`src/rtl/cpu_macros.svh`:
```
`ifndef CPU_MACROS_SVH
`define CPU_MACROS_SVH

// data and address bus widths
`define CPU_DW 8
`define CPU_AW 16

// first opcode fetch after reset
`define CPU_RESET_ADDR 16'h0200
// high address byte of every zero-page access
`define CPU_ZP_PAGE 8'h00

// loads, immediate and zero page
`define OPC_LDA_IMM 8'hA9
`define OPC_LDA_ZP  8'hA5
`define OPC_LDX_IMM 8'hA2
`define OPC_LDX_ZP  8'hA6
`define OPC_LDY_IMM 8'hA0
`define OPC_LDY_ZP  8'hA4

// stores, zero page only
`define OPC_STA_ZP  8'h85
`define OPC_STX_ZP  8'h86
`define OPC_STY_ZP  8'h84

// accumulator ALU ops
`define OPC_ADC_IMM 8'h69
`define OPC_ADC_ZP  8'h65
`define OPC_AND_IMM 8'h29
`define OPC_AND_ZP  8'h25
`define OPC_ORA_IMM 8'h09
`define OPC_ORA_ZP  8'h05
`define OPC_EOR_IMM 8'h49
`define OPC_EOR_ZP  8'h45

// implied register ops
`define OPC_INX     8'hE8
`define OPC_INY     8'hC8
`define OPC_DEX     8'hCA
`define OPC_DEY     8'h88
`define OPC_TAX     8'hAA
`define OPC_TAY     8'hA8
`define OPC_TXA     8'h8A
`define OPC_TYA     8'h98
`define OPC_CLC     8'h18
`define OPC_SEC     8'h38
`define OPC_NOP     8'hEA

// absolute jump
`define OPC_JMP_ABS 8'h4C

`endif
```
`src/rtl/cpu_pkg.sv`:
```
`include "cpu_macros.svh"

package cpu_pkg;

    // 6502 opcode fields, aaa selects the op, bbb the mode, cc the group
    typedef struct packed {
        logic [2:0] aaa;
        logic [2:0] bbb;
        logic [1:0] cc;
    } opcode_f_t;

    // one opcode byte, read raw or by field
    typedef union packed {
        logic [`CPU_DW-1:0] raw;
        opcode_f_t          f;
    } opcode_u;

    // timing states, T1 is the opcode fetch
    typedef enum logic [1:0] {T1, T2, T3, T_JAM} t_state_e;

    // instruction classes by bus sequence
    typedef enum logic [2:0] {
        CL_IMM, CL_ZPG_RD, CL_ZPG_WR, CL_IMPL, CL_JMP, CL_BAD
    } op_class_e;

    typedef enum logic [2:0] {
        ALU_PASS, ALU_ADC, ALU_AND, ALU_ORA, ALU_EOR, ALU_INC, ALU_DEC
    } alu_op_e;

    typedef enum logic [1:0] {R_A, R_X, R_Y, R_NONE} reg_sel_e;

    // decoded instruction
    typedef struct packed {
        op_class_e op_class;
        alu_op_e   alu_op;
        reg_sel_e  src;
        reg_sel_e  dst;
        logic      carry_set;
        logic      carry_clr;
    } dec_t;

    // controls for the edge that ends the current cycle
    typedef struct packed {
        logic sync;
        logic pc_inc;
        logic lo_latch;
        logic addr_zp;
        logic pc_jump;
        logic write;
    } bus_ctl_t;

    // execute strobe, operand from memory or from src
    typedef struct packed {
        logic exec;
        logic from_mem;
    } exec_t;

endpackage

```
`src/rtl/cpu_core.sv`:
```
`timescale 1ns/1ps
`include "cpu_macros.svh"

module cpu_core import cpu_pkg::*; (
    input  logic               clk_m1,
    input  logic               rst,
    input  logic [`CPU_DW-1:0] data_i,
    output logic [`CPU_AW-1:0] addr_o,
    output logic [`CPU_DW-1:0] data_o,
    output logic               rw_o,
    output logic               sync_o,
    output logic               jam_o
);

    dec_t     dec;
    bus_ctl_t ctl;
    exec_t    ex;

    // opcode captured while sync_o marks the fetch
    op_decode u_decode (
        .clk_m1  (clk_m1),
        .rst     (rst),
        .fetch_i (sync_o),
        .data_i  (data_i),
        .dec_o   (dec)
    );

    timing_fsm u_fsm (
        .clk_m1 (clk_m1),
        .rst    (rst),
        .dec_i  (dec),
        .ctl_o  (ctl),
        .ex_o   (ex),
        .sync_o (sync_o),
        .rw_o   (rw_o),
        .jam_o  (jam_o)
    );

    addr_unit u_addr (
        .clk_m1 (clk_m1),
        .rst    (rst),
        .ctl_i  (ctl),
        .data_i (data_i),
        .addr_o (addr_o)
    );

    // data_o loads on the edge before the write cycle
    alu_regs u_alu (
        .clk_m1  (clk_m1),
        .rst     (rst),
        .dec_i   (dec),
        .ex_i    (ex),
        .write_i (ctl.write),
        .data_i  (data_i),
        .data_o  (data_o)
    );

endmodule

```
`src/rtl/alu_regs.sv`:
```
`timescale 1ns/1ps
`include "cpu_macros.svh"

module alu_regs import cpu_pkg::*; (
    input  logic               clk_m1,
    input  logic               rst,
    input  dec_t               dec_i,
    input  exec_t              ex_i,
    input  logic               write_i,
    input  logic [`CPU_DW-1:0] data_i,
    output logic [`CPU_DW-1:0] data_o
);

    logic [`CPU_DW-1:0] a_q;
    logic [`CPU_DW-1:0] x_q;
    logic [`CPU_DW-1:0] y_q;
    logic               c_q;
    logic [`CPU_DW-1:0] src_val;
    logic [`CPU_DW-1:0] opnd;
    logic [`CPU_DW-1:0] res;
    logic [`CPU_DW:0]   sum;

    // source register, zero when none
    always_comb begin
        case (dec_i.src)
            R_A:     src_val = a_q;
            R_X:     src_val = x_q;
            R_Y:     src_val = y_q;
            default: src_val = '0;
        endcase
    end

    // memory operand or a register transfer
    assign opnd = ex_i.from_mem ? data_i : src_val;

    // carry out lands in the top bit
    assign sum = {1'b0, src_val} + {1'b0, opnd} + {{`CPU_DW{1'b0}}, c_q};

    always_comb begin
        case (dec_i.alu_op)
            ALU_ADC: res = sum[`CPU_DW-1:0];
            ALU_AND: res = src_val & opnd;
            ALU_ORA: res = src_val | opnd;
            ALU_EOR: res = src_val ^ opnd;
            // inc/dec wrap at the byte boundary
            ALU_INC: res = src_val + 1'b1;
            ALU_DEC: res = src_val - 1'b1;
            default: res = opnd;
        endcase
    end

    // register file, written on the last cycle only
    always_ff @(posedge clk_m1) begin
        if (rst) begin
            a_q <= '0;
            x_q <= '0;
            y_q <= '0;
            c_q <= 1'b0;
        end else if (ex_i.exec) begin
            case (dec_i.dst)
                R_A:     a_q <= res;
                R_X:     x_q <= res;
                R_Y:     y_q <= res;
                default: ;
            endcase
            if (dec_i.carry_set) begin
                c_q <= 1'b1;
            end else if (dec_i.carry_clr) begin
                c_q <= 1'b0;
            end else if (dec_i.alu_op == ALU_ADC) begin
                c_q <= sum[`CPU_DW];
            end
        end
    end

    // store data, valid for the whole write cycle
    always_ff @(posedge clk_m1) begin
        if (write_i) begin
            data_o <= src_val;
        end
    end

endmodule

```
`src/rtl/addr_unit.sv`:
```
`timescale 1ns/1ps
`include "cpu_macros.svh"

module addr_unit import cpu_pkg::*; (
    input  logic                clk_m1,
    input  logic                rst,
    input  bus_ctl_t            ctl_i,
    input  logic [`CPU_DW-1:0]  data_i,
    output logic [`CPU_AW-1:0]  addr_o
);

    logic [`CPU_AW-1:0] pc_q;
    logic [`CPU_AW-1:0] pc_nx;
    logic [`CPU_AW-1:0] target;
    logic [`CPU_DW-1:0] lo_q;

    // jump target, high byte straight off the bus
    assign target = {data_i, lo_q};

    always_comb begin
        pc_nx = pc_q;
        if (ctl_i.pc_inc) begin
            pc_nx = pc_q + 1'b1;
        end
        if (ctl_i.pc_jump) begin
            pc_nx = target;
        end
    end

    // pc and address register
    always_ff @(posedge clk_m1) begin
        if (rst) begin
            pc_q   <= `CPU_RESET_ADDR;
            addr_o <= `CPU_RESET_ADDR;
        end else begin
            pc_q <= pc_nx;
            // zero-page cycle leaves pc parked past the operand
            if (ctl_i.addr_zp) begin
                addr_o <= {`CPU_ZP_PAGE, data_i};
            end else begin
                addr_o <= pc_nx;
            end
        end
    end

    // operand low byte for JMP
    always_ff @(posedge clk_m1) begin
        if (ctl_i.lo_latch) begin
            lo_q <= data_i;
        end
    end

endmodule

```
`src/rtl/timing_fsm.sv`:
```
`timescale 1ns/1ps

module timing_fsm import cpu_pkg::*; (
    input  logic     clk_m1,
    input  logic     rst,
    input  dec_t     dec_i,
    output bus_ctl_t ctl_o,
    output exec_t    ex_o,
    output logic     sync_o,
    output logic     rw_o,
    output logic     jam_o
);

    t_state_e state_q;
    t_state_e state_nx;

    // controls here act on the edge that ends the current cycle
    always_comb begin
        state_nx = state_q;
        ctl_o    = '0;
        ex_o     = '0;
        case (state_q)
            T1: begin
                // opcode on the bus, next read is the byte after it
                ctl_o.pc_inc = 1'b1;
                state_nx     = T2;
            end
            T2: begin
                // opcode now held, dec_i is valid from here on
                case (dec_i.op_class)
                    CL_IMM: begin
                        ctl_o.pc_inc  = 1'b1;
                        ctl_o.sync    = 1'b1;
                        ex_o.exec     = 1'b1;
                        ex_o.from_mem = 1'b1;
                        state_nx      = T1;
                    end
                    CL_IMPL: begin
                        // dummy read done, refetch the same address
                        ctl_o.sync = 1'b1;
                        ex_o.exec  = 1'b1;
                        state_nx   = T1;
                    end
                    CL_ZPG_RD, CL_ZPG_WR: begin
                        ctl_o.pc_inc  = 1'b1;
                        ctl_o.addr_zp = 1'b1;
                        ctl_o.write   = (dec_i.op_class == CL_ZPG_WR);
                        state_nx      = T3;
                    end
                    CL_JMP: begin
                        // low byte of target into the latch
                        ctl_o.pc_inc   = 1'b1;
                        ctl_o.lo_latch = 1'b1;
                        state_nx       = T3;
                    end
                    default: state_nx = T_JAM;
                endcase
            end
            T3: begin
                case (dec_i.op_class)
                    CL_ZPG_RD, CL_ZPG_WR, CL_JMP: begin
                        ctl_o.sync    = 1'b1;
                        ctl_o.pc_jump = (dec_i.op_class == CL_JMP);
                        ex_o.exec     = 1'b1;
                        ex_o.from_mem = (dec_i.op_class == CL_ZPG_RD);
                        state_nx      = T1;
                    end
                    default: state_nx = T_JAM;
                endcase
            end
            // T_JAM holds until reset
            default: state_nx = T_JAM;
        endcase
    end

    // bus status registered for the cycle it describes
    always_ff @(posedge clk_m1) begin
        if (rst) begin
            state_q <= T1;
            sync_o  <= 1'b1;
            rw_o    <= 1'b1;
            jam_o   <= 1'b0;
        end else begin
            state_q <= state_nx;
            sync_o  <= ctl_o.sync;
            rw_o    <= ~ctl_o.write;
            jam_o   <= (state_nx == T_JAM);
        end
    end

endmodule

```
`src/rtl/op_decode.sv`:
```
`timescale 1ns/1ps
`include "cpu_macros.svh"

module op_decode import cpu_pkg::*; (
    input  logic    clk_m1,
    input  logic    rst,
    input  logic    fetch_i,
    input  opcode_u data_i,
    output dec_t    dec_o
);

    opcode_u  ir;
    logic     mode_zp;
    logic     mode_imm;
    reg_sel_e grp_reg;
    op_class_e ld_class;

    // opcode held from the edge that ends T1
    always_ff @(posedge clk_m1) begin
        if (rst) begin
            ir.raw <= `OPC_NOP;
        end else if (fetch_i) begin
            ir <= data_i;
        end
    end

    // zero page is bbb=001 in every group
    assign mode_zp  = (ir.f.bbb == 3'b001);
    // immediate sits at bbb=010 in group one, bbb=000 elsewhere
    assign mode_imm = (ir.f.cc == 2'b01) ? (ir.f.bbb == 3'b010) : (ir.f.bbb == 3'b000);
    assign ld_class = mode_imm ? CL_IMM : (mode_zp ? CL_ZPG_RD : CL_BAD);

    // cc picks the register for loads and stores
    always_comb begin
        case (ir.f.cc)
            2'b01:   grp_reg = R_A;
            2'b10:   grp_reg = R_X;
            2'b00:   grp_reg = R_Y;
            default: grp_reg = R_NONE;
        endcase
    end

    always_comb begin
        dec_o = '{op_class: CL_BAD, alu_op: ALU_PASS, src: R_NONE, dst: R_NONE,
                  carry_set: 1'b0, carry_clr: 1'b0};
        // single-byte ops and JMP match on the whole byte
        case (ir.raw)
            `OPC_INX: dec_o = '{CL_IMPL, ALU_INC, R_X, R_X, 1'b0, 1'b0};
            `OPC_INY: dec_o = '{CL_IMPL, ALU_INC, R_Y, R_Y, 1'b0, 1'b0};
            `OPC_DEX: dec_o = '{CL_IMPL, ALU_DEC, R_X, R_X, 1'b0, 1'b0};
            `OPC_DEY: dec_o = '{CL_IMPL, ALU_DEC, R_Y, R_Y, 1'b0, 1'b0};
            `OPC_TAX: dec_o = '{CL_IMPL, ALU_PASS, R_A, R_X, 1'b0, 1'b0};
            `OPC_TAY: dec_o = '{CL_IMPL, ALU_PASS, R_A, R_Y, 1'b0, 1'b0};
            `OPC_TXA: dec_o = '{CL_IMPL, ALU_PASS, R_X, R_A, 1'b0, 1'b0};
            `OPC_TYA: dec_o = '{CL_IMPL, ALU_PASS, R_Y, R_A, 1'b0, 1'b0};
            `OPC_CLC: dec_o = '{CL_IMPL, ALU_PASS, R_NONE, R_NONE, 1'b0, 1'b1};
            `OPC_SEC: dec_o = '{CL_IMPL, ALU_PASS, R_NONE, R_NONE, 1'b1, 1'b0};
            `OPC_NOP: dec_o = '{CL_IMPL, ALU_PASS, R_NONE, R_NONE, 1'b0, 1'b0};
            `OPC_JMP_ABS: dec_o = '{CL_JMP, ALU_PASS, R_NONE, R_NONE, 1'b0, 1'b0};
            default: begin
                if (ir.f.cc != 2'b11 && ir.f.aaa == 3'b101) begin
                    // LDA/LDX/LDY
                    dec_o.op_class = ld_class;
                    dec_o.dst      = grp_reg;
                end else if (ir.f.cc != 2'b11 && ir.f.aaa == 3'b100) begin
                    // STA/STX/STY, zero page only
                    dec_o.op_class = mode_zp ? CL_ZPG_WR : CL_BAD;
                    dec_o.src      = grp_reg;
                end else if (ir.f.cc == 2'b01 && !ir.f.aaa[2]) begin
                    // group one ALU ops on A
                    dec_o.op_class = ld_class;
                    dec_o.src      = R_A;
                    dec_o.dst      = R_A;
                    case (ir.f.aaa[1:0])
                        2'b00:   dec_o.alu_op = ALU_ORA;
                        2'b01:   dec_o.alu_op = ALU_AND;
                        2'b10:   dec_o.alu_op = ALU_EOR;
                        default: dec_o.alu_op = ALU_ADC;
                    endcase
                end
            end
        endcase
    end

endmodule

```
`config.mk`:
```
export PLATFORM = sky130hd
export DESIGN_NAME = cpu_core
export DESIGN_NICKNAME = d
export VERILOG_FILES = /design/src/rtl/cpu_pkg.sv /design/src/rtl/cpu_core.sv /design/src/rtl/alu_regs.sv /design/src/rtl/addr_unit.sv /design/src/rtl/timing_fsm.sv /design/src/rtl/op_decode.sv
export VERILOG_INCLUDE_DIRS = /design/src /design/src/rtl
export SDC_FILE = /design/constraint.sdc
export NUM_CORES = 1
export LEC_CHECK = 0
export BUFFER_PORTS_ARGS = -buffer_cell sky130_fd_sc_hd__buf_4
export CAP_MARGIN = 20
export CORE_ASPECT_RATIO = 0.75
export CORE_UTILIZATION = 66
export DETAILED_ROUTE_END_ITERATION = 16
export GPL_TIMING_DRIVEN = 0
export PLACE_DENSITY = 0.86
export RECOVER_POWER = 100
export SETUP_SLACK_MARGIN = 0.15
export SLEW_MARGIN = 20
export SYNTH_ARGS = -nofsm -noshare
export SYNTH_HDL_FRONTEND = slang
export SYNTH_SLANG_ARGS = --single-unit
```
`constraint.sdc`:
```
create_clock -name clk_m1 -period 9.4 [get_ports clk_m1]
set_clock_uncertainty 0.15 [all_clocks]
set_input_delay 0.94 -clock clk_m1 [delete_from_list [all_inputs] [get_ports clk_m1]]
set_output_delay 0.94 -clock clk_m1 [all_outputs]
set_load 0.005 [all_outputs]
```
After elaboration in Yosys (flattened, before gate mapping)
Index checks and enable logic that the tools add are counted.
{"block": "classes", "addsub": 5, "eq_ne": 38, "n_mux": 43, "bitwise_logic": 4, "reduce_logical": 22}
{"operator": "case mux 10 bit (10 select lines)", "count": 1}
{"operator": "equality test 8 bit, second input constant", "count": 9}
{"operator": "case mux 8 bit (6 select lines)", "count": 1}
{"operator": "two-way mux 16 bit", "count": 2}
{"operator": "case mux 8 bit (3 select lines)", "count": 1}
{"operator": "two-way mux 10 bit", "count": 2}
{"operator": "equality test 3 bit, second input constant", "count": 6}
{"operator": "two-way mux 3 bit", "count": 6}
{"operator": "adder 16 x 1 -> 16 bit, second input constant", "count": 1}
{"operator": "equality test 3 x 2 -> 1 bit, second input constant", "count": 5}
{"operator": "two-way mux 1 bit", "count": 14}
{"operator": "equality test 2 bit, second input constant", "count": 6}
{"operator": "two-way mux 2 bit", "count": 6}
{"operator": "case mux 2 bit (2 select lines)", "count": 3}
{"operator": "case mux 2 bit (3 select lines)", "count": 2}
{"operator": "equality test 2 x 1 -> 1 bit, second input constant", "count": 5}
{"operator": "logical NOT 2 bit", "count": 5}
{"operator": "adder 8 x 8 -> 9 bit", "count": 1}
{"operator": "adder 9 x 1 -> 9 bit", "count": 1}
{"operator": "equality test 3 x 1 -> 1 bit, second input constant", "count": 3}
{"operator": "case mux 3 bit (3 select lines)", "count": 1}
{"operator": "adder 8 x 1 -> 8 bit, second input constant", "count": 1}
{"operator": "bitwise AND 8 bit", "count": 1}
{"operator": "equality test 8 x 5 -> 1 bit, second input constant", "count": 1}
{"operator": "other kinds (18)", "count": 28}
{"block": "word_totals", "register_bits": 86, "in_bits": 10, "elab_cells": 126}

Depth between registers and ports, before layout
Gate-level depths: netlist of run 1.
{"block": "depth", "word_depth": 17, "ltp_mapped": 21}

Cells and area by module
From an unflattened synthesis of run 1, not the netlist that was laid out.
{"block": "hier_totals", "hier_cells": 692, "hier_area_um2": 5896.9}
{"module": "alu_regs", "n_inst": 1, "cells_per_inst": 335, "area_per_inst_um2": 2753.9, "seq_area_each_um2": 740.7}
{"module": "addr_unit", "n_inst": 1, "cells_per_inst": 180, "area_per_inst_um2": 1760.4, "seq_area_each_um2": 880.8}
{"module": "op_decode", "n_inst": 1, "cells_per_inst": 125, "area_per_inst_um2": 934.6, "seq_area_each_um2": 160.2}
{"module": "timing_fsm", "n_inst": 1, "cells_per_inst": 52, "area_per_inst_um2": 447.9, "seq_area_each_um2": 100.1}

Worst setup path before layout of run 1
OpenSTA, ideal clock, no wires.
{"block": "synth_timing", "path_kind": "register to register", "startpoint": "register u_decode.ir[6] in the netlist's numbering", "endpoint": "register u_alu.x_q[4]", "arrival_ns": 4.006, "setup_slack_ns": 5.114, "stages_incl_launch_ff": 21, "synth_period_minus_slack_ns": 4.286, "cell_sequence": "dfxtp_1 buf_4 inv_1 ha_1 nor4bb_1 a21o_1 nand4_1 nand2_1 mux2i_1 o21a_1 nand2_1 o21ai_0 fa_1 inv_1 ha_1 or3_1 a2bb2oi_1 nand2b_1 xor2_1 a221oi_2 o32ai_1"}
{"block": "synth_between", "elab_chain_cells": 13}
{"element": "start, declared", "line_no": "op_decode.sv:12", "text": "opcode_u ir;"}
{"element": "start signal, assigned", "line_no": "op_decode.sv:23", "text": "ir <= data_i;"}
{"element": "equality test 3 bit", "line_no": "op_decode.sv:65", "text": "end else if (ir.f.cc != 2'b11 && ir.f.aaa == 3'b100) begin"}
{"element": "logical AND 1 bit", "line_no": "op_decode.sv:65"}
{"element": "two-way mux 3 bit", "line_no": "op_decode.sv:65"}
{"element": "two-way mux 3 bit", "line_no": "op_decode.sv:61", "text": "if (ir.f.cc != 2'b11 && ir.f.aaa == 3'b101) begin"}
{"element": "case mux 10 bit (10 select lines) *", "line_no": "op_decode.sv:47", "text": "case (ir.raw)"}
{"element": "equality test 3 x 1 -> 1 bit, or another cell as far along", "line_no": "timing_fsm.sv:60, timing_fsm.sv:65"}
{"element": "OR reduction 3 bit (no source line)"}
{"element": "two-way mux 2 bit", "line_no": "timing_fsm.sv:60", "text": "case (dec_i.op_class)"}
{"element": "case mux 2 bit (2 select lines)", "line_no": "timing_fsm.sv:22", "text": "case (state_q)"}
{"element": "two-way mux 8 bit", "line_no": "alu_regs.sv:34", "text": "assign opnd = ex_i.from_mem ? data_i : src_val;"}
{"element": "adder 8 x 8 -> 9 bit", "line_no": "alu_regs.sv:37", "text": "assign sum = {1'b0, src_val} + {1'b0, opnd} + {{`CPU_DW{1'b0}}, c_q};"}
{"element": "adder 9 x 1 -> 9 bit", "line_no": "alu_regs.sv:37"}
{"element": "case mux 8 bit (6 select lines)", "line_no": "alu_regs.sv:40", "text": "case (dec_i.alu_op)"}
{"element": "end signal, assigned", "line_no": "alu_regs.sv:62", "text": "R_X: x_q <= res;"}
{"element": "end, declared", "line_no": "alu_regs.sv:15", "text": "logic [`CPU_DW-1:0] x_q;"}
Mark *: on every way between the ends. The rest lies on a longest branch, timed or not.
A chain may end at the register's enable or synchronous reset.

Worst setup path after layout of run 1
{"block": "layout_timing", "startpoint": "register u_decode.ir[6] in the netlist's numbering", "endpoint": "register u_alu.y_q[7]"}
{"block": "layout_between", "elab_chain_cells": 13}
{"element": "equality test 3 bit", "line_no": "op_decode.sv:65"}
{"element": "logical AND 1 bit", "line_no": "op_decode.sv:65"}
{"element": "two-way mux 3 bit", "line_no": "op_decode.sv:65"}
{"element": "two-way mux 3 bit", "line_no": "op_decode.sv:61"}
{"element": "case mux 10 bit (10 select lines) *", "line_no": "op_decode.sv:47"}
{"element": "equality test 3 x 1 -> 1 bit, or another cell as far along", "line_no": "timing_fsm.sv:60, timing_fsm.sv:65"}
{"element": "OR reduction 3 bit (no source line)"}
{"element": "two-way mux 2 bit", "line_no": "timing_fsm.sv:60"}
{"element": "case mux 2 bit (2 select lines)", "line_no": "timing_fsm.sv:22"}
{"element": "two-way mux 8 bit", "line_no": "alu_regs.sv:34"}
{"element": "adder 8 x 8 -> 9 bit", "line_no": "alu_regs.sv:37"}
{"element": "adder 9 x 1 -> 9 bit", "line_no": "alu_regs.sv:37"}
{"element": "case mux 8 bit (6 select lines)", "line_no": "alu_regs.sv:40"}
{"element": "end signal, assigned", "line_no": "alu_regs.sv:63", "text": "R_Y: y_q <= res;"}
{"element": "end, declared", "line_no": "alu_regs.sv:16", "text": "logic [`CPU_DW-1:0] y_q;"}
Marks and branches as above.

==> results.json, run 1 <==
{
  "cts_sinks": 86,
  "hold_start": "u_alu.y_q[3]",
  "dp_hpwl_um": 12900,
  "drive_gt1_share_pct": 12.9,
  "critPathKind": "flip-flop to flip-flop",
  "antennaDiodeCount": 0,
  "syn_area_mm2": 0.00582,
  "numCtsBuffers": 9,
  "die_area_mm2": 0.00920,
  "ys_async_sr_fraction_pct": 0,
  "ctsLongestPathBuffers": 2,
  "first_pass_iters": 6,
  "synth_top_cell_area_share_pct": 24.1,
  "cp.arrival_ns": 6.19,
  "ys_top_cells_by_area": "dfxtp_1 (24%), edfxtp_1 (8.3%), ha_1 (6.5%), nor2_1 (4.5%), nand2_1 (4.3%)",
  "cts.reportedPaths.clkPinSlew_ns": 0.07,
  "antenna_found_initial": 0,
  "fp.dieW_um": 110,
  "grt_first_pass_wirelength_um": 27300,
  "cpMaxStageDelayCell": "a21oi_1",
  "setup_tns_ns": 0,
  "finalNetCount": 757,
  "cap_violations": 0,
  "drc": 0,
  "clock_latency_ns": 0.35,
  "hold_buffers": 0,
  "status": "complete, no violations",
  "relSlewSlack_pct": 26.7,
  "cts_setup_buffers": 0,
  "crit_path_cell_trace": "clkbuf_1 -> inv_1 -> ha_1 -> nor4bb_1 -> a21o_1 -> and4_4 -> o21ai_1 -> a21oi_1 -> nor2_1 -> a21o_1 -> ha_1 -> nor2b_1 -> o31ai_1 -> a21oi_1 -> or4_1 -> a41oi_1 -> mux2i_1 -> nor2_1",
  "setup_viol": 0,
  "syn2layout_area_growth_pct": 10.3,
  "worstMarginPinSlew_ns": 1.09,
  "startpoint": "u_decode.ir[6]",
  "cts_root_buf": "clkbuf_16",
  "grt_overflow_total": 0,
  "path_max_fanout": 8,
  "hold_class": "flip-flop to flip-flop",
  "critPathLaunchType": "flip-flop",
  "cp_data_required_time_ns": 9.53,
  "cpLargestDelayFamily": "compound AO/OA/AOI/OAI gates",
  "grt_usage_pct": 37.7,
  "end_kind": "flip-flop",
  "route.vias.total": 5579,
  "r2r_start": "u_decode.ir[6]",
  "seq_area_frac_synth_pct": 32.3,
  "io_pins": 37,
  "ys_types": 103,
  "pre_cts_ws_ns": 3.99,
  "grt_max_degree": 17,
  "max_clock_freq_mhz": 165,
  "routedWlPerCell_um": 20.6,
  "leakagePower_nw": 2.61,
  "cts_tree": "done",
  "rsz0062_at_grt": "false",
  "synth_area_per_cell_um2": 8.68,
  "ys_ff_latch": 86,
  "final.min_clock_period_ns": 6.07,
  "gp_congestion": 1.00,
  "die_y_um": 83.3,
  "slew_viol_final": 0,
  "synth-main-ff-cell": "dfxtp_1",
  "initial_utilization_pct": 68.5,
  "finalHoldViolCount": 0,
  "io_buffers": 35,
  "power_density_mw_per_mm2": 158,
  "grt_pass1_vias": 5200,
  "route.antenna.remaining_nets": 0,
  "syn_nets": 711,
  "cpPeakStageDelay_ns": 0.65,
  "rows": 29,
  "nFillCells": 661,
  "netlist_instances": 670,
  "core_mm2": 0.00849,
  "cts.repair.resized": 0,
  "htreeDepth": 3,
  "finalCritPeriodShare_pct": 64.5,
  "wirelength_um": 17100,
  "viasPerCell": 6.73,
  "peakVddDrop_v": 0.000139,
  "setup_ws_ns": 3.33,
  "yosys_warnings": 0,
  "crit_buf_inv": 2,
  "yosys.area.top_type": "dfxtp_1",
  "first_iter_violations": 781,
  "synth_edf_count": 16
}
## flip-flops by register name, indices dropped and copies added (netlist names)
signal,flops
u_addr.addr_o,16
u_addr.pc_q,16
u_addr.lo_q,8
u_alu.a_q,8
u_alu.data_o,8
u_alu.x_q,8
u_alu.y_q,8
u_decode.ir,8
u_fsm.state_q,2
u_alu.c_q,1
u_fsm.jam_o,1
u_fsm.rw_o,1
u_fsm.sync_o,1
## worst min-delay path: cells and delay by family, from the launching register on
| family | cells | cell delay [ns] |
|---|---|---|
| simple gates | 1 | 0.05 |
| flops | 1 | 0.31 |
| compound gates | 1 | 0.05 |
## metrics by stage
stage | cells | instance area, µm² | hold slack [ns] | total power, mW | util [%]
detailed placement | 813 | 6220 | 0.298 | 0.656 | 73.2
global placement | 813 | 6220 | 0.287 | 0.649 | 73.2
CTS | 829 | 6520 | 0.307 | 1.01 | 76.8
floorplan | 670 | 5820 | 0.278 | 0.586 | -
finish | 829 | 6420 | 0.308 | 1.01 | 75.6
global route | 829 | 6420 | 0.318 | 1.05 | 75.6
## cells in the final DEF (no fill, tap or decap), types with 4 or more instances in the layout
cell type / n
buf_6: 5
ha_1: 30
o211ai_1: 11
xnor2_1: 13
o21ai_0: 31
clkbuf_1: 25
a211oi_1: 17
mux2i_1: 23
nor2b_1: 7
nor2_1: 71
and2_1: 7
a21oi_1: 46
dfxtp_1: 70
o22ai_1: 7
nand2b_1: 7
o31ai_1: 4
nor3_1: 11
a221oi_1: 7
nand3_1: 22
edfxtp_1: 16
nand2_1: 67
a21o_1: 11
o22a_1: 8
inv_1: 31
and3_1: 9
xor2_1: 9
nand4_1: 4
buf_2: 6
a21oi_2: 4
clkbuf_4: 27
clkbuf_16: 10
or4_1: 4
## synth_stat cells (13+ instances only)
| cell | instances |
|---|---|
| nand3_1 | 22 |
| nand2_1 | 67 |
| clkbuf_1 | 13 |
| dfxtp_1 | 70 |
| a211oi_1 | 17 |
| mux2i_1 | 23 |
| o21ai_0 | 30 |
| edfxtp_1 | 16 |
| xnor2_1 | 13 |
| a21oi_1 | 43 |
| inv_1 | 31 |
| nor2_1 | 69 |
| ha_1 | 30 |
## cells by family (layout without fill, tap and decap cells)
kind of cell	Yosys count	after routing	share of synthesized area, %
simple gates	246	246	21.8
flops	86	86	32.3
buf+inv	65	116	5.74
xor+xnor	22	22	3.31
compound gates	196	196	25.8
mux	23	23	3.96
fa+ha+maj	32	32	6.99
## path summary, 6_finish.rpt
path,slack (ns),cells after the start,endpoint
setup / recovery,3.33,18,u_alu.y_q[7]
hold / removal,0.31,2,u_alu.y_q[3]
setup reg to reg,3.33,18,u_alu.y_q[7]
hold reg to reg,0.31,2,u_alu.y_q[3]
## power by group
group | internal, mW | total, mW | switching [mW]
clock | 0.206 | 0.361 | 0.155
sequential | 0.393 | 0.406 | 0.0131
combinational | 0.0903 | 0.245 | 0.155
total | 0.689 | 1.01 | 0.323
## layout make-up
cell class                 count  area [µm²]  share of cell area, %
tap                          108         135                   2.10
sequential                    86        1880                   29.3
timing repair buffer          35         233                   3.63
inverter                      33         126                   1.97
clock buffer                  12         268                   4.17
multi-input combinational    519        3550                   55.4
buffer                        32         186                   2.90
clock inverter                 4        35.0                  0.546
## routing by layer
layer  wire length (µm)  track usage (%)
met5                  0                0
met4                396             9.58
met3               2310             10.7
met2               7200             55.9
met1               7200             53.7
(Power assumes the default switching activity.)
==> inputs of run 2 (changes only) <==
--- a/config.mk
+++ b/config.mk
@@ -6,13 +6,14 @@
 export SDC_FILE = /design/constraint.sdc
 export NUM_CORES = 1
 export LEC_CHECK = 0
+export ABC_AREA = 1
 export BUFFER_PORTS_ARGS = -buffer_cell sky130_fd_sc_hd__buf_4
 export CAP_MARGIN = 20
 export CORE_ASPECT_RATIO = 0.75
-export CORE_UTILIZATION = 66
+export CORE_UTILIZATION = 56
 export DETAILED_ROUTE_END_ITERATION = 16
 export GPL_TIMING_DRIVEN = 0
-export PLACE_DENSITY = 0.86
+export PLACE_DENSITY = 0.78
 export RECOVER_POWER = 100
 export SETUP_SLACK_MARGIN = 0.15
 export SLEW_MARGIN = 20
==> constraint.sdc (replaced) <==
create_clock -name clk_m1 -period 4.9 [get_ports clk_m1]
set_clock_uncertainty 0.15 [all_clocks]
set_input_delay 0.49 -clock clk_m1 [delete_from_list [all_inputs] [get_ports clk_m1]]
set_output_delay 0.49 -clock clk_m1 [all_outputs]
set_load 0.005 [all_outputs]
==> run 2 against run 1 <==
  * Sequential share of layout area is 0.47 points higher
  * Cell count grew 17%
  * Synthesized cell count is 17% higher
  * Combinational power grew 110%
  * First-iteration DRC count shrank 46%
  * Register-to-register slack worse by 2.9 ns
  * Largest power group unchanged
  * Highest routed layer unchanged
  * Sequential cell count stayed put
  * Routed wire length down 12%
==> results.json, run 2 <==
{
  "status": "complete, no violations",
  "final.min_clock_period_ns": 4.46,
  "syn2layout_area_growth_pct": 12.7,
  "ys_types": 48,
  "end_kind": "flip-flop",
  "grt_pass1_vias": 4827,
  "route.vias.total": 5526,
  "syn_area_mm2": 0.00561,
  "fp.dieW_um": 118,
  "die_area_mm2": 0.0104,
  "synth_common_cells": "nand2_1 (139), inv_1 (112), nor2_1 (74)",
  "final_common_cell": "nand2_1",
  "rows": 31,
  "yosys.area.top_type": "dfxtp_1",
  "relSlewSlack_pct": 35.2,
  "clock_latency_ns": 0.34,
  "drive_gt1_share_pct": 16.0,
  "peakVddDrop_v": 0.000293,
  "yosys_warnings": 0,
  "setup_viol": 0,
  "first_pass_iters": 6,
  "slew_viol_final": 0,
  "route.antenna.remaining_nets": 0,
  "io_pins": 37,
  "synth_edf_count": 16,
  "seq_area_frac_synth_pct": 33.5,
  "r2r_start": "u_decode.ir[0]",
  "critPathLaunchType": "flip-flop",
  "grt_busiest_layer": "met2",
  "finalCritPeriodShare_pct": 91.1,
  "cts_tree": "done",
  "met3_usage_pct": 5.86,
  "synth_top_cell_area_share_pct": 25.0,
  "ys_async_sr_fraction_pct": 0,
  "hold_start": "data_i[4]",
  "synth-main-ff-cell": "dfxtp_1",
  "max_clock_freq_mhz": 224,
  "critPathKind": "flip-flop to flip-flop",
  "cts.reportedPaths.clkPinSlew_ns": 0.07,
  "setup_tns_ns": 0,
  "first_iter_violations": 423,
  "synth_area_per_cell_um2": 7.14,
  "crit_buf_inv": 6,
  "leakagePower_nw": 2.99,
  "cts_root_buf": "clkbuf_16",
  "die_y_um": 88.7,
  "worstMarginPinSlew_ns": 0.968,
  "cap_violations": 0,
  "cpPeakStageDelay_ns": 0.38,
  "netlist_instances": 786,
  "htreeDepth": 3,
  "met2_usage_pct": 46.9,
  "initial_utilization_pct": 57.9,
  "grt_usage_pct": 29.6,
  "ys_top_cells_by_area": "dfxtp_1 (25%), nand2_1 (9.3%), edfxtp_1 (8.6%), inv_1 (7.5%), ha_1 (6.7%)",
  "cts_sinks": 86,
  "viasPerCell": 5.69,
  "cp_data_required_time_ns": 4.98,
  "power_density_mw_per_mm2": 312,
  "finalHoldViolCount": 0,
  "ys_ff_latch": 86,
  "grt_max_degree": 17,
  "ctsLongestPathBuffers": 2,
  "syn_nets": 827,
  "ff2ff_path_depth": 27,
  "gp_congestion": 0.950,
  "drc": 0,
  "reg_top3": "u_addr.addr_o x16, u_addr.pc_q x16",
  "yosysMostFrequentCell": "nand2_1",
  "final_cell_mix": "nand2_1 (138), inv_1 (113), nor2_1 (75), dfxtp_1 (69), o21ai_0 (65)",
  "core_mm2": 0.00970,
  "cpMostUsedCell": "nand2_1",
  "finalPower_mw": 1.97,
  "grt_first_pass_wirelength_um": 24000,
  "cp.arrival_ns": 4.55,
  "r2r_end": "u_alu.x_q[6]",
  "endpoint": "u_alu.x_q[6]",
  "crit_cells": 27,
  "numCtsBuffers": 9,
  "io_buffers": 36,
  "hold_class": "primary input to flip-flop",
  "finalNetCount": 876,
  "rsz0062_at_grt": "false",
  "cpLargestDelayFamily": "simple AND/OR/NAND/NOR gates",
  "path_max_fanout": 10,
  "wirelength_um": 15100,
  "antenna_found_initial": 0,
  "use_met1_pct": 41.5,
  "antennaDiodeCount": 0,
  "dp_hpwl_um": 11800,
  "cpMaxStageDelayCell": "dfxtp_2",
  "startpoint": "u_decode.ir[0]",
  "routedWlPerCell_um": 15.5,
  "r2r_slack_ns": 0.44,
  "grt_overflow_total": 0
}
-- run 2: timing repair --
action | CTS | global route
hold buffers | 0 | 0
resized for setup | 0 | 14
endpoints found under the setup margin | 0 | 15
setup buffers | 0 | 2
-- run 2: logic make-up after synthesis --
logic type,after synthesis,synth area share [%]
compound gates,154,15.7
simple gates,361,32.3
fa+ha+maj,31,7.05
flops,86,33.5
xor+xnor,11,1.72
buf+inv,143,9.70
-- run 2: final cells by class --
type | instances | area (µm²)
fill | 865 | 3370
multi-input combinational | 557 | 3180
sequential | 86 | 1880
inverter | 127 | 479
timing repair buffer | 38 | 255
clock buffer | 10 | 239
tap | 132 | 165
buffer | 16 | 67.6
clock inverter | 6 | 52.6
-- run 2: metal layers --
layer	vias to the layer above	routed length [µm]	share of wire, %
met1	2584	6960	46
met4	0	305	2.0
met5	-	0	0
li1	2696	-	-
met3	26	1360	9.0
met2	220	6490	43
-- run 2: worst min path at each step --
stage,slack [ns],endpoint,depth (start not counted)
global route,0.20,u_addr.lo_q[4],1
finish,0.21,u_addr.lo_q[4],1
floorplan,0.34,u_alu.a_q[6],2
detailed placement,0.37,u_alu.a_q[4],2
global placement,0.36,u_alu.y_q[6],2
CTS,0.17,u_addr.lo_q[4],1
-- run 2: stage by stage --
step | worst slack, ns | instances | instance area (µm²) | hold WS [ns] | utilization, %
3_5_place_dp | 0.411 | 954 | 6050 | 0.372 | 62.3
2_1_floorplan | 1.33 | 786 | 5610 | 0.343 | -
6_report | 0.437 | 972 | 6320 | 0.206 | 65.2
3_3_place_gp | 0.527 | 954 | 6050 | 0.359 | 62.3
5_1_grt | 0.0877 | 972 | 6320 | 0.199 | 65.2
4_1_cts | 0.372 | 970 | 6340 | 0.174 | 65.4
-- run 2: power breakdown --
part / total [mW] / internal (mW) / switching, mW
clock: 0.661 / 0.366 / 0.295
sequential: 0.794 / 0.759 / 0.0354
combinational: 0.516 / 0.157 / 0.359
total: 1.97 / 1.28 / 0.690
==> inputs of run 3 (changes only) <==
--- a/config.mk
+++ b/config.mk
@@ -11,8 +11,10 @@
 export CAP_MARGIN = 20
 export CORE_ASPECT_RATIO = 0.75
 export CORE_UTILIZATION = 56
+export CTS_BUF_LIST = sky130_fd_sc_hd__clkbuf_16
 export DETAILED_ROUTE_END_ITERATION = 16
 export GPL_TIMING_DRIVEN = 0
+export HOLD_SLACK_MARGIN = 0.15
 export PLACE_DENSITY = 0.78
 export RECOVER_POWER = 100
 export SETUP_SLACK_MARGIN = 0.15
==> run 3 against run 2 <==
  * Register-to-register slack barely moved
  * Setup slack barely moved
  * Clock-buffer cell count fell by 1
  * First-iteration DRC count fell by 0.71%
  * Sequential share of layout area barely moved
  * Die area did not move
  * Routed wire length rose by 0.13%
  * Critical path depth did not move
  * Non-clock buffer count did not move
  * Power fell by 0.97%
  * Cell area fell by 0.16%
  * Utilization fell by 0.10 points
  * Critical path type unchanged
  * Highest routed layer unchanged
==> results.json, run 3 (synthesis results as in run 2) <==
{
  "cp_data_required_time_ns": 4.98,
  "die_y_um": 88.7,
  "cp.arrival_ns": 4.55,
  "r2r_slack_ns": 0.44,
  "antenna_found_initial": 0,
  "setup_ws_ns": 0.437,
  "htreeDepth": 3,
  "io_buffers": 36,
  "min_path_cells": 1,
  "wirelength_um": 15100,
  "hold_class": "primary input to flip-flop",
  "finalNetCount": 876,
  "reg_top3": "u_addr.addr_o x16, u_addr.pc_q x16",
  "leakagePower_nw": 2.98,
  "max_clock_freq_mhz": 224,
  "initial_utilization_pct": 57.9,
  "route.antenna.remaining_nets": 0,
  "cap_violations": 0,
  "ctsLongestPathBuffers": 2,
  "setup_viol": 0,
  "power_density_mw_per_mm2": 309,
  "drc": 0,
  "pre_cts_ws_ns": 0.411,
  "rows": 31,
  "finalCritPeriodShare_pct": 91.1,
  "dp_cells": 954,
  "finalNonFillerCells": 972,
  "viasPerCell": 5.64,
  "fp.dieW_um": 118,
  "finalHoldViolCount": 0,
  "route.vias.total": 5485,
  "ff2ff_path_depth": 27,
  "dp_hpwl_um": 11800,
  "end_kind": "flip-flop",
  "syn2layout_area_growth_pct": 12.5,
  "io_pins": 37,
  "final.min_clock_period_ns": 4.46,
  "grt_max_degree": 17,
  "critPathKind": "flip-flop to flip-flop",
  "peakVddDrop_v": 0.000292,
  "grt_first_pass_wirelength_um": 24000,
  "min_to": "u_addr.lo_q[4]",
  "critPathLaunchType": "flip-flop",
  "post_dp_cell_area_mm2": 0.00605,
  "final_cell_mix": "nand2_1 (138), inv_1 (113), nor2_1 (75), dfxtp_1 (69), o21ai_0 (65)",
  "final_cell_area_mm2": 0.00631,
  "first_iter_violations": 420,
  "core_mm2": 0.00970,
  "setup_tns_ns": 0,
  "antennaDiodeCount": 0,
  "worstMarginPinSlew_ns": 0.987,
  "hold_start": "data_i[4]",
  "relSlewSlack_pct": 34.0,
  "die_area_mm2": 0.0104,
  "grt_overflow_total": 0,
  "nFillCells": 865,
  "numCtsBuffers": 9,
  "utilization_pct": 65.1,
  "r2r_end": "u_alu.x_q[4]",
  "clock_latency_ns": 0.34,
  "grt_usage_pct": 29.6,
  "cts_sinks": 86,
  "hold_buffers": 0,
  "cts_tree": "done",
  "cts.reportedPaths.clkPinSlew_ns": 0.07,
  "status": "complete, no violations",
  "final_common_cell": "nand2_1",
  "r2r_start": "u_decode.ir[0]",
  "drive_gt1_share_pct": 16.0,
  "cts_root_buf": "clkbuf_16",
  "rsz0062_at_grt": "false",
  "routedWlPerCell_um": 15.6,
  "gp_congestion": 0.950,
  "grt_pass1_vias": 4831,
  "first_pass_iters": 5,
  "slew_viol_final": 0,
  "path_max_fanout": 10
}
[run 3: how the worst max path moves through the flow]
stage                               to            from  slack, ns  cells past startpoint
after CTS                 u_alu.x_q[4]  u_decode.ir[0]       0.37                     28
after floorplan           u_alu.a_q[6]  u_decode.ir[0]       1.33                     30
after global placement    u_alu.y_q[4]  u_decode.ir[0]       0.53                     28
after global routing      u_alu.x_q[6]  u_decode.ir[0]       0.09                     27
after detailed placement  u_alu.x_q[4]  u_decode.ir[0]       0.41                     28
final                     u_alu.x_q[4]  u_decode.ir[0]       0.44                     27
[run 3: cell type report]
class	instances	area [µm²]	area share, %
Sequential cell	86	1880	29.8
Tap cell	132	165	2.62
Buffer	16	67.6	1.07
Timing Repair Buffer	38	255	4.04
Clock inverter	7	56.3	0.892
Inverter	127	479	7.59
Multi-Input combinational cell	557	3180	50.4
Clock buffer	9	225	3.57
[run 3: where the power goes]
part,internal [mW],total (mW),switching (mW)
sequential,0.759,0.794,0.0346
combinational,0.157,0.516,0.359
clock,0.351,0.643,0.292
[run 3: worst max-delay path, stage by stage, from the launching register on]
cell      delay [ns]
dfxtp_2         0.37
inv_1           0.07
ha_1            0.23
nand3_1         0.13
inv_1           0.09
nand2_1         0.09
nand2_1         0.11
nor2_4          0.25
nand3_1         0.11
nor2_1          0.22
nand4_1         0.13
nand2_1         0.15
nand2_1         0.12
clkbuf_2        0.21
o21ai_2         0.20
inv_1           0.09
fa_1            0.36
inv_1           0.09
ha_1            0.16
inv_1           0.05
nand2_1         0.15
nand3_1         0.09
nand2_1         0.08
a21oi_1         0.06
o21ai_0         0.08
nand4_1         0.28
nor2_1          0.19
nor2_1          0.06
[run 3: routing by layer]
metal / wire length (µm) / part of all wire [%] / track usage, % / vias up
met3: 1440 / 9.5 / 7.02 / 23
met5: 0 / 0 / 0 / -
li1: - / - / - / 2693
met4: 257 / 1.7 / 6.88 / 0
met2: 6530 / 43 / 47.0 / 224
met1: 6900 / 46 / 41.0 / 2545
[run 3: timing repair]
item,CTS,global route
setup endpoints to repair,0,15
resized for setup,0,14
hold endpoints to repair,0,0
buffers inserted,0,2
[run 3: per-stage QoR]
stage / total power [mW] / hold slack [ns]
final: 1.95 / 0.208
after global routing: 2.05 / 0.200
after CTS: 1.94 / 0.178
after detailed placement: 1.31 / 0.372
after global placement: 1.28 / 0.359
after floorplan: 1.16 / 0.343
